==> src/common/aluPkg.sv <==
package aluPkg;

  //////////////////////////////
  // Operation classes
  //////////////////////////////
  typedef enum logic [2:0] {
    opReg   = 3'd0,  // Register-register
    opImm   = 3'd1,  // Register-immediate
    opReg32 = 3'd2,  // RV64 W-form, register
    opImm32 = 3'd3,  // RV64 W-form, immediate
    opAddr  = 3'd4   // Address generation, plain add
  } opClassT;

  // Control field widths
  localparam int F3_W   = 3;
  localparam int F7_W   = 7;
  localparam int SEL_W  = 3;
  localparam int BSEL_W = 2;

  // funct3 encodings
  localparam logic [F3_W-1:0] F3_ADD    = 3'b000;
  localparam logic [F3_W-1:0] F3_SLL    = 3'b001;  // Also bset/bclr/binv
  localparam logic [F3_W-1:0] F3_SLT    = 3'b010;
  localparam logic [F3_W-1:0] F3_SLTU   = 3'b011;
  localparam logic [F3_W-1:0] F3_XOR    = 3'b100;
  localparam logic [F3_W-1:0] F3_SR     = 3'b101;  // srl/sra, also bext
  localparam logic [F3_W-1:0] F3_OR     = 3'b110;
  localparam logic [F3_W-1:0] F3_AND    = 3'b111;
  localparam logic [F3_W-1:0] F3_CLMUL  = 3'b001;
  localparam logic [F3_W-1:0] F3_CLMULR = 3'b010;
  localparam logic [F3_W-1:0] F3_CLMULH = 3'b011;

  // funct7 encodings
  localparam logic [F7_W-1:0] F7_BASE      = 7'b0000000;
  localparam logic [F7_W-1:0] F7_ALT       = 7'b0100000;  // sub, sra
  localparam logic [F7_W-1:0] F7_ZBC       = 7'b0000101;
  localparam logic [F7_W-1:0] F7_BSET      = 7'b0010100;
  localparam logic [F7_W-1:0] F7_BCLR_BEXT = 7'b0100100;
  localparam logic [F7_W-1:0] F7_BINV      = 7'b0110100;

  // ALU result mux select
  localparam logic [SEL_W-1:0] SEL_SUM   = 3'b000;
  localparam logic [SEL_W-1:0] SEL_SHIFT = 3'b001;
  localparam logic [SEL_W-1:0] SEL_SLT   = 3'b010;
  localparam logic [SEL_W-1:0] SEL_SLTU  = 3'b011;
  localparam logic [SEL_W-1:0] SEL_XOR   = 3'b100;
  localparam logic [SEL_W-1:0] SEL_BEXT  = 3'b101;
  localparam logic [SEL_W-1:0] SEL_OR    = 3'b110;
  localparam logic [SEL_W-1:0] SEL_AND   = 3'b111;

  // Bit-manip group, one-hot
  localparam logic [BSEL_W-1:0] BSEL_NONE = 2'b00;
  localparam logic [BSEL_W-1:0] BSEL_ZBS  = 2'b01;
  localparam logic [BSEL_W-1:0] BSEL_ZBC  = 2'b10;

endpackage

==> src/common/aluCtrlIf.sv <==
// Decoded ALU control, decoder to ALU
// clk and rstN only clock the checks on the ALU side
interface aluCtrlIf (
  input logic clk,
  input logic rstN
);

  logic                           w64;        // RV64 W-form
  logic                           subArith;   // Invert operand, arith shift
  logic                           aluOp;      // 0 forces plain add
  logic [aluPkg::SEL_W-1:0]  aluSelect;  // Result mux
  logic [aluPkg::BSEL_W-1:0] bSelect;    // Zbs/Zbc one-hot
  logic [aluPkg::F3_W-1:0]   funct3;     // Raw funct3 for shifter/clmul

  modport dec (
    output w64, subArith, aluOp, aluSelect, bSelect, funct3
  );

  modport exe (
    input clk, rstN,
    input w64, subArith, aluOp, aluSelect, bSelect, funct3
  );

endinterface

==> src/rtl/aluDecoder.sv <==
module aluDecoder (
  input  aluPkg::opClassT            opClass,
  input  logic [aluPkg::F3_W-1:0]    funct3,
  input  logic [aluPkg::F7_W-1:0]    funct7,
  aluCtrlIf.dec                      ctrl
);

  logic isReg;   // Register source, incl. W
  logic isImm;   // Immediate source, incl. W
  logic isWord;  // W-form class
  logic altBit;  // funct7 bit 5, sub/sra

  // Class flags; unknown class falls to address add
  always_comb begin
    isReg  = 1'b0;
    isImm  = 1'b0;
    isWord = 1'b0;
    case (opClass)
      aluPkg::opReg: isReg = 1'b1;
      aluPkg::opImm: isImm = 1'b1;
      aluPkg::opReg32: begin
        isReg  = 1'b1;
        isWord = 1'b1;
      end
      aluPkg::opImm32: begin
        isImm  = 1'b1;
        isWord = 1'b1;
      end
      default: ;  // opAddr
    endcase
  end

  assign altBit = |(funct7 & aluPkg::F7_ALT);

  always_comb begin
    ctrl.funct3    = funct3;
    ctrl.w64       = isWord;
    ctrl.aluOp     = isReg | isImm;
    ctrl.subArith  = 1'b0;
    ctrl.aluSelect = aluPkg::SEL_SUM;
    ctrl.bSelect   = aluPkg::BSEL_NONE;

    //////////////////////////////
    // Base RV32I/RV64I ops
    //////////////////////////////
    if (isReg | isImm) begin
      case (funct3)
        aluPkg::F3_ADD: ctrl.subArith = isReg & altBit;  // No subi
        aluPkg::F3_SLL: ctrl.aluSelect = aluPkg::SEL_SHIFT;
        aluPkg::F3_SLT: begin
          ctrl.aluSelect = aluPkg::SEL_SLT;
          ctrl.subArith  = 1'b1;  // Compare via a - b
        end
        aluPkg::F3_SLTU: begin
          ctrl.aluSelect = aluPkg::SEL_SLTU;
          ctrl.subArith  = 1'b1;
        end
        aluPkg::F3_XOR: ctrl.aluSelect = aluPkg::SEL_XOR;
        aluPkg::F3_SR: begin
          ctrl.aluSelect = aluPkg::SEL_SHIFT;
          ctrl.subArith  = altBit;  // sra/srai
        end
        aluPkg::F3_OR:  ctrl.aluSelect = aluPkg::SEL_OR;
        default:        ctrl.aluSelect = aluPkg::SEL_AND;
      endcase

      // Zbs; bit 0 of funct7 is shamt[5] on immediates
      if (!isWord && funct3 == aluPkg::F3_SLL) begin
        if (funct7[6:1] == aluPkg::F7_BSET[6:1]) begin
          ctrl.bSelect   = aluPkg::BSEL_ZBS;
          ctrl.aluSelect = aluPkg::SEL_OR;
        end else if (funct7[6:1] == aluPkg::F7_BCLR_BEXT[6:1]) begin
          ctrl.bSelect   = aluPkg::BSEL_ZBS;
          ctrl.aluSelect = aluPkg::SEL_AND;
          ctrl.subArith  = 1'b1;  // a & ~mask
        end else if (funct7[6:1] == aluPkg::F7_BINV[6:1]) begin
          ctrl.bSelect   = aluPkg::BSEL_ZBS;
          ctrl.aluSelect = aluPkg::SEL_XOR;
        end
      end else if (!isWord && funct3 == aluPkg::F3_SR &&
                   funct7[6:1] == aluPkg::F7_BCLR_BEXT[6:1]) begin
        ctrl.bSelect   = aluPkg::BSEL_ZBS;  // bext
        ctrl.aluSelect = aluPkg::SEL_BEXT;
        ctrl.subArith  = 1'b0;               // Bit 5 is not sra here
      end

      // Zbc, register form only
      if (isReg && !isWord && funct7 == aluPkg::F7_ZBC &&
          (funct3 == aluPkg::F3_CLMUL || funct3 == aluPkg::F3_CLMULR ||
           funct3 == aluPkg::F3_CLMULH)) begin
        ctrl.bSelect   = aluPkg::BSEL_ZBC;
        ctrl.aluSelect = aluPkg::SEL_SUM;
        ctrl.subArith  = 1'b0;  // Keep sum as a + b
      end
    end
  end

endmodule

==> src/flat_wrapper.sv <==
// flat-port wrapper written by rule: the top's interface ports become plain ports
module aluDecoder_flat 
  (opClass, funct3, funct7, clk, rstN, ctrl_w64, ctrl_subArith, ctrl_aluOp, ctrl_aluSelect, ctrl_bSelect, ctrl_funct3);
  aluCtrlIf ctrl_i (.clk(clk), .rstN(rstN));
  input  aluPkg::opClassT opClass;
  input  logic [aluPkg::F3_W-1:0] funct3;
  input  logic [aluPkg::F7_W-1:0] funct7;
  input wire logic clk;
  input wire logic rstN;
  output wire logic [$bits(ctrl_i.w64)-1:0] ctrl_w64;
  output wire logic [$bits(ctrl_i.subArith)-1:0] ctrl_subArith;
  output wire logic [$bits(ctrl_i.aluOp)-1:0] ctrl_aluOp;
  output wire logic [$bits(ctrl_i.aluSelect)-1:0] ctrl_aluSelect;
  output wire logic [$bits(ctrl_i.bSelect)-1:0] ctrl_bSelect;
  output wire logic [$bits(ctrl_i.funct3)-1:0] ctrl_funct3;
  assign ctrl_w64 = ctrl_i.w64;
  assign ctrl_subArith = ctrl_i.subArith;
  assign ctrl_aluOp = ctrl_i.aluOp;
  assign ctrl_aluSelect = ctrl_i.aluSelect;
  assign ctrl_bSelect = ctrl_i.bSelect;
  assign ctrl_funct3 = ctrl_i.funct3;
  aluDecoder u_core (.opClass(opClass), .funct3(funct3), .funct7(funct7), .ctrl(ctrl_i));
endmodule
==> config.mk <==
export PLATFORM = sky130hd
export DESIGN_NAME = aluDecoder_flat
export DESIGN_NICKNAME = d
export VERILOG_FILES = /design/src/common/aluPkg.sv /design/src/common/aluCtrlIf.sv /design/src/rtl/aluDecoder.sv /design/src/flat_wrapper.sv
export SDC_FILE = /design/constraint.sdc
export NUM_CORES = 1
export LEC_CHECK = 0
export ABC_AREA = 1
export BUFFER_PORTS_ARGS = -buffer_cell sky130_fd_sc_hd__buf_4
export CORE_AREA = 2 2 39 41
export DETAILED_ROUTE_END_ITERATION = 8
export DIE_AREA = 0 0 41 43
export MAX_ROUTING_LAYER = met4
export PLACE_DENSITY = 0.66
export SYNTH_ARGS = -nofsm -noshare
export SYNTH_HDL_FRONTEND = slang
export SYNTH_SLANG_ARGS = --single-unit
==> constraint.sdc <==
create_clock -name vclk -period 1.3
set_input_delay 0.26 -clock vclk [all_inputs]
set_output_delay 0.26 -clock vclk [all_outputs]
set_load 0.02 [all_outputs]
; ---- Word level (Yosys, flattened, before mapping)
; Cells that the tools add are included.
[classes]
n_eq_ne = 13
n_mux = 25
bitwise = 2
reduce_logical = 16
[ops]
columns = operator, n
row1 = 3-bit two-way mux, 7
row2 = 3-bit case mux with 6 select lines, 1
row3 = "3-bit by 2-bit equality test with 1-bit output, second input constant", 4
row4 = "6-bit by 5-bit equality test with 1-bit output, second input constant", 2
row5 = 1-bit two-way mux, 11
row6 = 2-bit two-way mux, 5
row7 = 2-bit OR reduction, 5
row8 = "3-bit equality test, second input constant", 3
row9 = "7-bit by 3-bit equality test with 1-bit output, second input constant", 1
row10 = "3-bit by 1-bit equality test with 1-bit output, second input constant", 2
row11 = "6-bit by 4-bit equality test with 1-bit output, second input constant", 1
row12 = 1-bit logical AND, 6
row13 = 3-bit logical NOT, 2
row14 = 1-bit case mux with 3 select lines, 1
row15 = 1-bit logical OR, 2
row16 = 1-bit AND, 1
row17 = 1-bit logical NOT, 1
row18 = 1-bit OR, 1
[word_totals]
regBits = 0
inputBits = 15
output_inout_bits = 11
wordCells = 56

; ---- Depth between registers and ports, before layout
[logic_depth]
ltp_word = 10
ltp_mapped = 9
depth_no_buf = 9

; ---- Worst setup path before layout
; OpenSTA, ideal clock, no wires.
[synth_timing]
kind = in2out
start = input port opClass[2]
end = output port ctrl_bSelect[1]
t_arrival_ns = 1.179
t_required_ns = 1.040
setup_slack_ns = -0.139
path_stages = 3
path_buffers = 0
path_cell_list = nor2_1 -> inv_1 -> nor4_1
[synth_via]
elab_chain_len = 9
word_cells_on_any_way = 19
cone_classes = eq/ne: 3 / mux: 6 / bitwise: 1 / reduce/logical: 9
[synth_lines]
columns = element, line
row1 = "start, declared", flat_wrapper.sv:5  ; input aluPkg::opClassT opClass;
row2 = 3-bit by 2-bit equality test with 1-bit output, aluDecoder.sv:18  ; case (opClass)
row3 = 2-bit OR reduction (no source line), n/a
row4 = 1-bit two-way mux, aluDecoder.sv:18
row5 = 1-bit logical NOT, "aluDecoder.sv:68, aluDecoder.sv:88"
row6 = 1-bit logical AND (3 in series), aluDecoder.sv:88  ; if (isReg && !isWord && funct7 == aluPkg::F7_ZBC &&
row7 = 2-bit two-way mux, aluDecoder.sv:88
row8 = 2-bit two-way mux (*), aluDecoder.sv:46  ; if (isReg | isImm) begin
row9 = "end, declared", flat_wrapper.sv:14  ; output wire logic [$bits(ctrl_i.bSelect)-1:0] ctrl_bSelect;
; Mark *: on every way between the ends. The rest lies on a longest branch, timed or not.

; ---- Worst setup path in the final report
[layout_timing]
start = input port funct7[4] in the netlist's numbering
end = output port ctrl_bSelect[0]
[layout_via]
elab_chain_len = 7
word_cells_on_any_way = 14
cone_classes = eq/ne: 4 / mux: 7 / reduce/logical: 3
[layout_lines]
columns = element, line
row1 = "start, declared", flat_wrapper.sv:7  ; input logic [aluPkg::F7_W-1:0] funct7;
row2 = 6-bit by 5-bit equality test with 1-bit output, aluDecoder.sv:76  ; end else if (funct7[6:1] == aluPkg::F7_BINV[6:1]) begin
row3 = 1-bit two-way mux, aluDecoder.sv:76
row4 = 2-bit two-way mux, aluDecoder.sv:72  ; end else if (funct7[6:1] == aluPkg::F7_BCLR_BEXT[6:1]) begin
row5 = 2-bit two-way mux, aluDecoder.sv:69  ; if (funct7[6:1] == aluPkg::F7_BSET[6:1]) begin
row6 = 2-bit two-way mux, aluDecoder.sv:68  ; if (!isWord && funct3 == aluPkg::F3_SLL) begin
row7 = 2-bit two-way mux (*), aluDecoder.sv:88
row8 = 2-bit two-way mux (*), aluDecoder.sv:46
; Marked as above.

==> results.md <==
* Core area at 1384 µm²
* Register area share after synthesis at 0%
* Post-Syn Nets at 89
* Final Routed Wirelength at about 1.5 mm
* Worst Path Arrival at 1.15 ns
* Setup-failing EPs final at 6
* Slew Viols, Final at 0
* Antenna diodes at 0
* Critical path capture point type: primary output
* Worst Path Max Fanout at 4
* Starting Density at 25.05%
* Startpoint types: primary input
* Largest net degree at the start of global routing at 8
* PwrDens at ~300 nW/µm²
* Die width at 41 µm
* Min-delay src: funct3[2]
* Slowest cell on the critical path: buf_4
* Min Tclk post-route at 1.412 ns
* Hold_buf cts at 0
* Setup TNS at -0.5493 ns
* Largest stage delay on the critical path at 0.15 ns
* I/O Buffers at 24
* Final WS setup at -0.1117 ns
* Total track usage at about 16%
* CP required at ~1.0 ns
* First-pass GRT wire length at 2.007 mm
* Vias per cell at roughly 4.8
* DR WL/cell at 11.52 µm
* Fin util at about two thirds
* Register area at 0 µm²
* Cell area after synthesis at 346.6 µm²
* Leak at 0.4572 nW
* Max Cap Viol at 0
* Hold Violations, Final at 0
* Failing checks: negative setup slack
* Slew @ Worst Pin at between 0.2 and 0.25 ns
* Yosys cell types at 13
* Post-route ant nets at 0
* Row cnt at 14
* Worst Hold Class: primary input to primary output
* Fin area at 904.6 µm²
* Worst path bufs/invs at 3
* 1st-iter DRT viols at 4
* FILL cells at approximately 110
* RePlAce Congestion at 0.7671
* Status: complete, but fails checks
* VDD IR-drop max at 0.1614 mV
* Final Cycle Share at 108.6%
* GRT overflow at 0
* Vias in the first global route at ~500
* Drt first pass iters at 2
* Placed cell area at 616.8 µm²
* FMAX at between 700 and 800 MHz
* Cell family with most CP delay: simple AND/OR/NAND/NOR gates
* Initial antenna violation count at 0
* Die area at 1763 µm²
* Worst Setup SP: funct7[4]
* Syn Inst Count at 74
* RSZ-0062 raised after global routing: yes
* Boundary Pins at 26
* Die height at between 40 and 50 µm
* Via count at 609
* Syn. warnings at 0
* Dpl hpwl at 876.7 µm
* Synthesized area per cell at between 4 and 5 µm²
* Layout area overhead at 161.0%
* Slew margin rel. at between 80% and 90%
* Critical path class: primary input to primary output
* Clock buffer count at 0
* Crit-path cells: buf_4, nor2_4, buf_6, nand2_2, nor2_2, nand2_2, nand3_2, nor2_1, buf_4
* Final nets at 129
* Layout cell share with drive strength beyond 1 at 75.89%
* Seq_cells at 0
* DRC errors left at 0
==> what timing repair did <==
action                                  in CTS  in global routing
pin swaps                                   14                 20
setup buffers                                3                  4
endpoints found under the setup margin       6                  6
gates resized for setup                     32                 33
==> power breakdown <==
part / internal (W) / switching, W / total, W / leakage [nW]
logic: 0.000135 / 0.000138 / 0.000273 / 0.457
clock network: 0 / 0 / 0 / 0
registers: 0 / 0 / 0 / 0
==> placed cells by master, fill, tap and decap left out, types with 2 or more instances in the layout <==
cell	n
buf_4	30
buf_6	6
buf_8	4
inv_1	8
inv_2	4
inv_4	2
nand2_1	7
nand2_2	9
nand2_4	2
nand3_1	6
nand3_2	5
nand3_4	3
nor2_1	5
nor2_2	6
nor2_4	7
==> per-layer routing <==
metal | vias to the layer above | share of wire, % | track usage, %
met5 | - | 0 | -
met4 | 0 | 2.6 | 0
li1 | 306 | - | -
met1 | 281 | 35 | 19.37
met2 | 18 | 59 | 28.75
met3 | 4 | 3.4 | 0.5236
==> stage by stage <==
step | power (W) | setup WS (ns) | hold WS (ns) | cells
finish | 0.0002734 | -0.1117 | 0.8121 | 128
global route | 0.0002903 | -0.1666 | 0.8216 | 128
CTS | 0.0002230 | -0.1263 | 0.8013 | 124
detailed placement | 0.0001832 | -0.1825 | 0.7989 | 121
global placement | 0.0001819 | -0.1761 | 0.7959 | 121
floorplan | 0.00009023 | 0.006994 | 0.5632 | 74
==> cell families (layout without fill, tap and decap cells) <==
group           count (synthesis)  in the layout  share of synthesized area (%)
compound gates                  3              3                          4.331
buf+inv                        18             56                          22.74
simple gates                   53             53                          72.93
==> area by class of cell <==
cell class | instances | area, µm² | area share (%)
inverter | 15 | 68.82 | 7.607
tap | 16 | 20.02 | 2.213
multi-input combinational | 56 | 442.9 | 48.96
timing repair buffer | 41 | 372.9 | 41.22
==> final timing paths <==
check | end | cells after the start
max | ctrl_bSelect[0] | 9
min | ctrl_funct3[2] | 2
==> cells in the mapped netlist <==
| cell | instances | area share [%] |
|---|---|---|
| nand2_1 | 16 | 17 |
| nand3_1 | 14 | 20 |
| inv_1 | 13 | 14 |
| nor2_1 | 12 | 13 |
| nor2_2 | 6 | 11 |
| buf_4 | 3 | 6.5 |
| a21oi_1 | 2 | 2.9 |
| inv_2 | 2 | 2.2 |
| nand2_2 | 2 | 3.6 |
| nor3_1 | 1 | 1.4 |
| nor3_4 | 1 | 4.7 |
| nor4_1 | 1 | 1.8 |
| o21ai_0 | 1 | 1.4 |
Power figures use the tool's default switching activity.
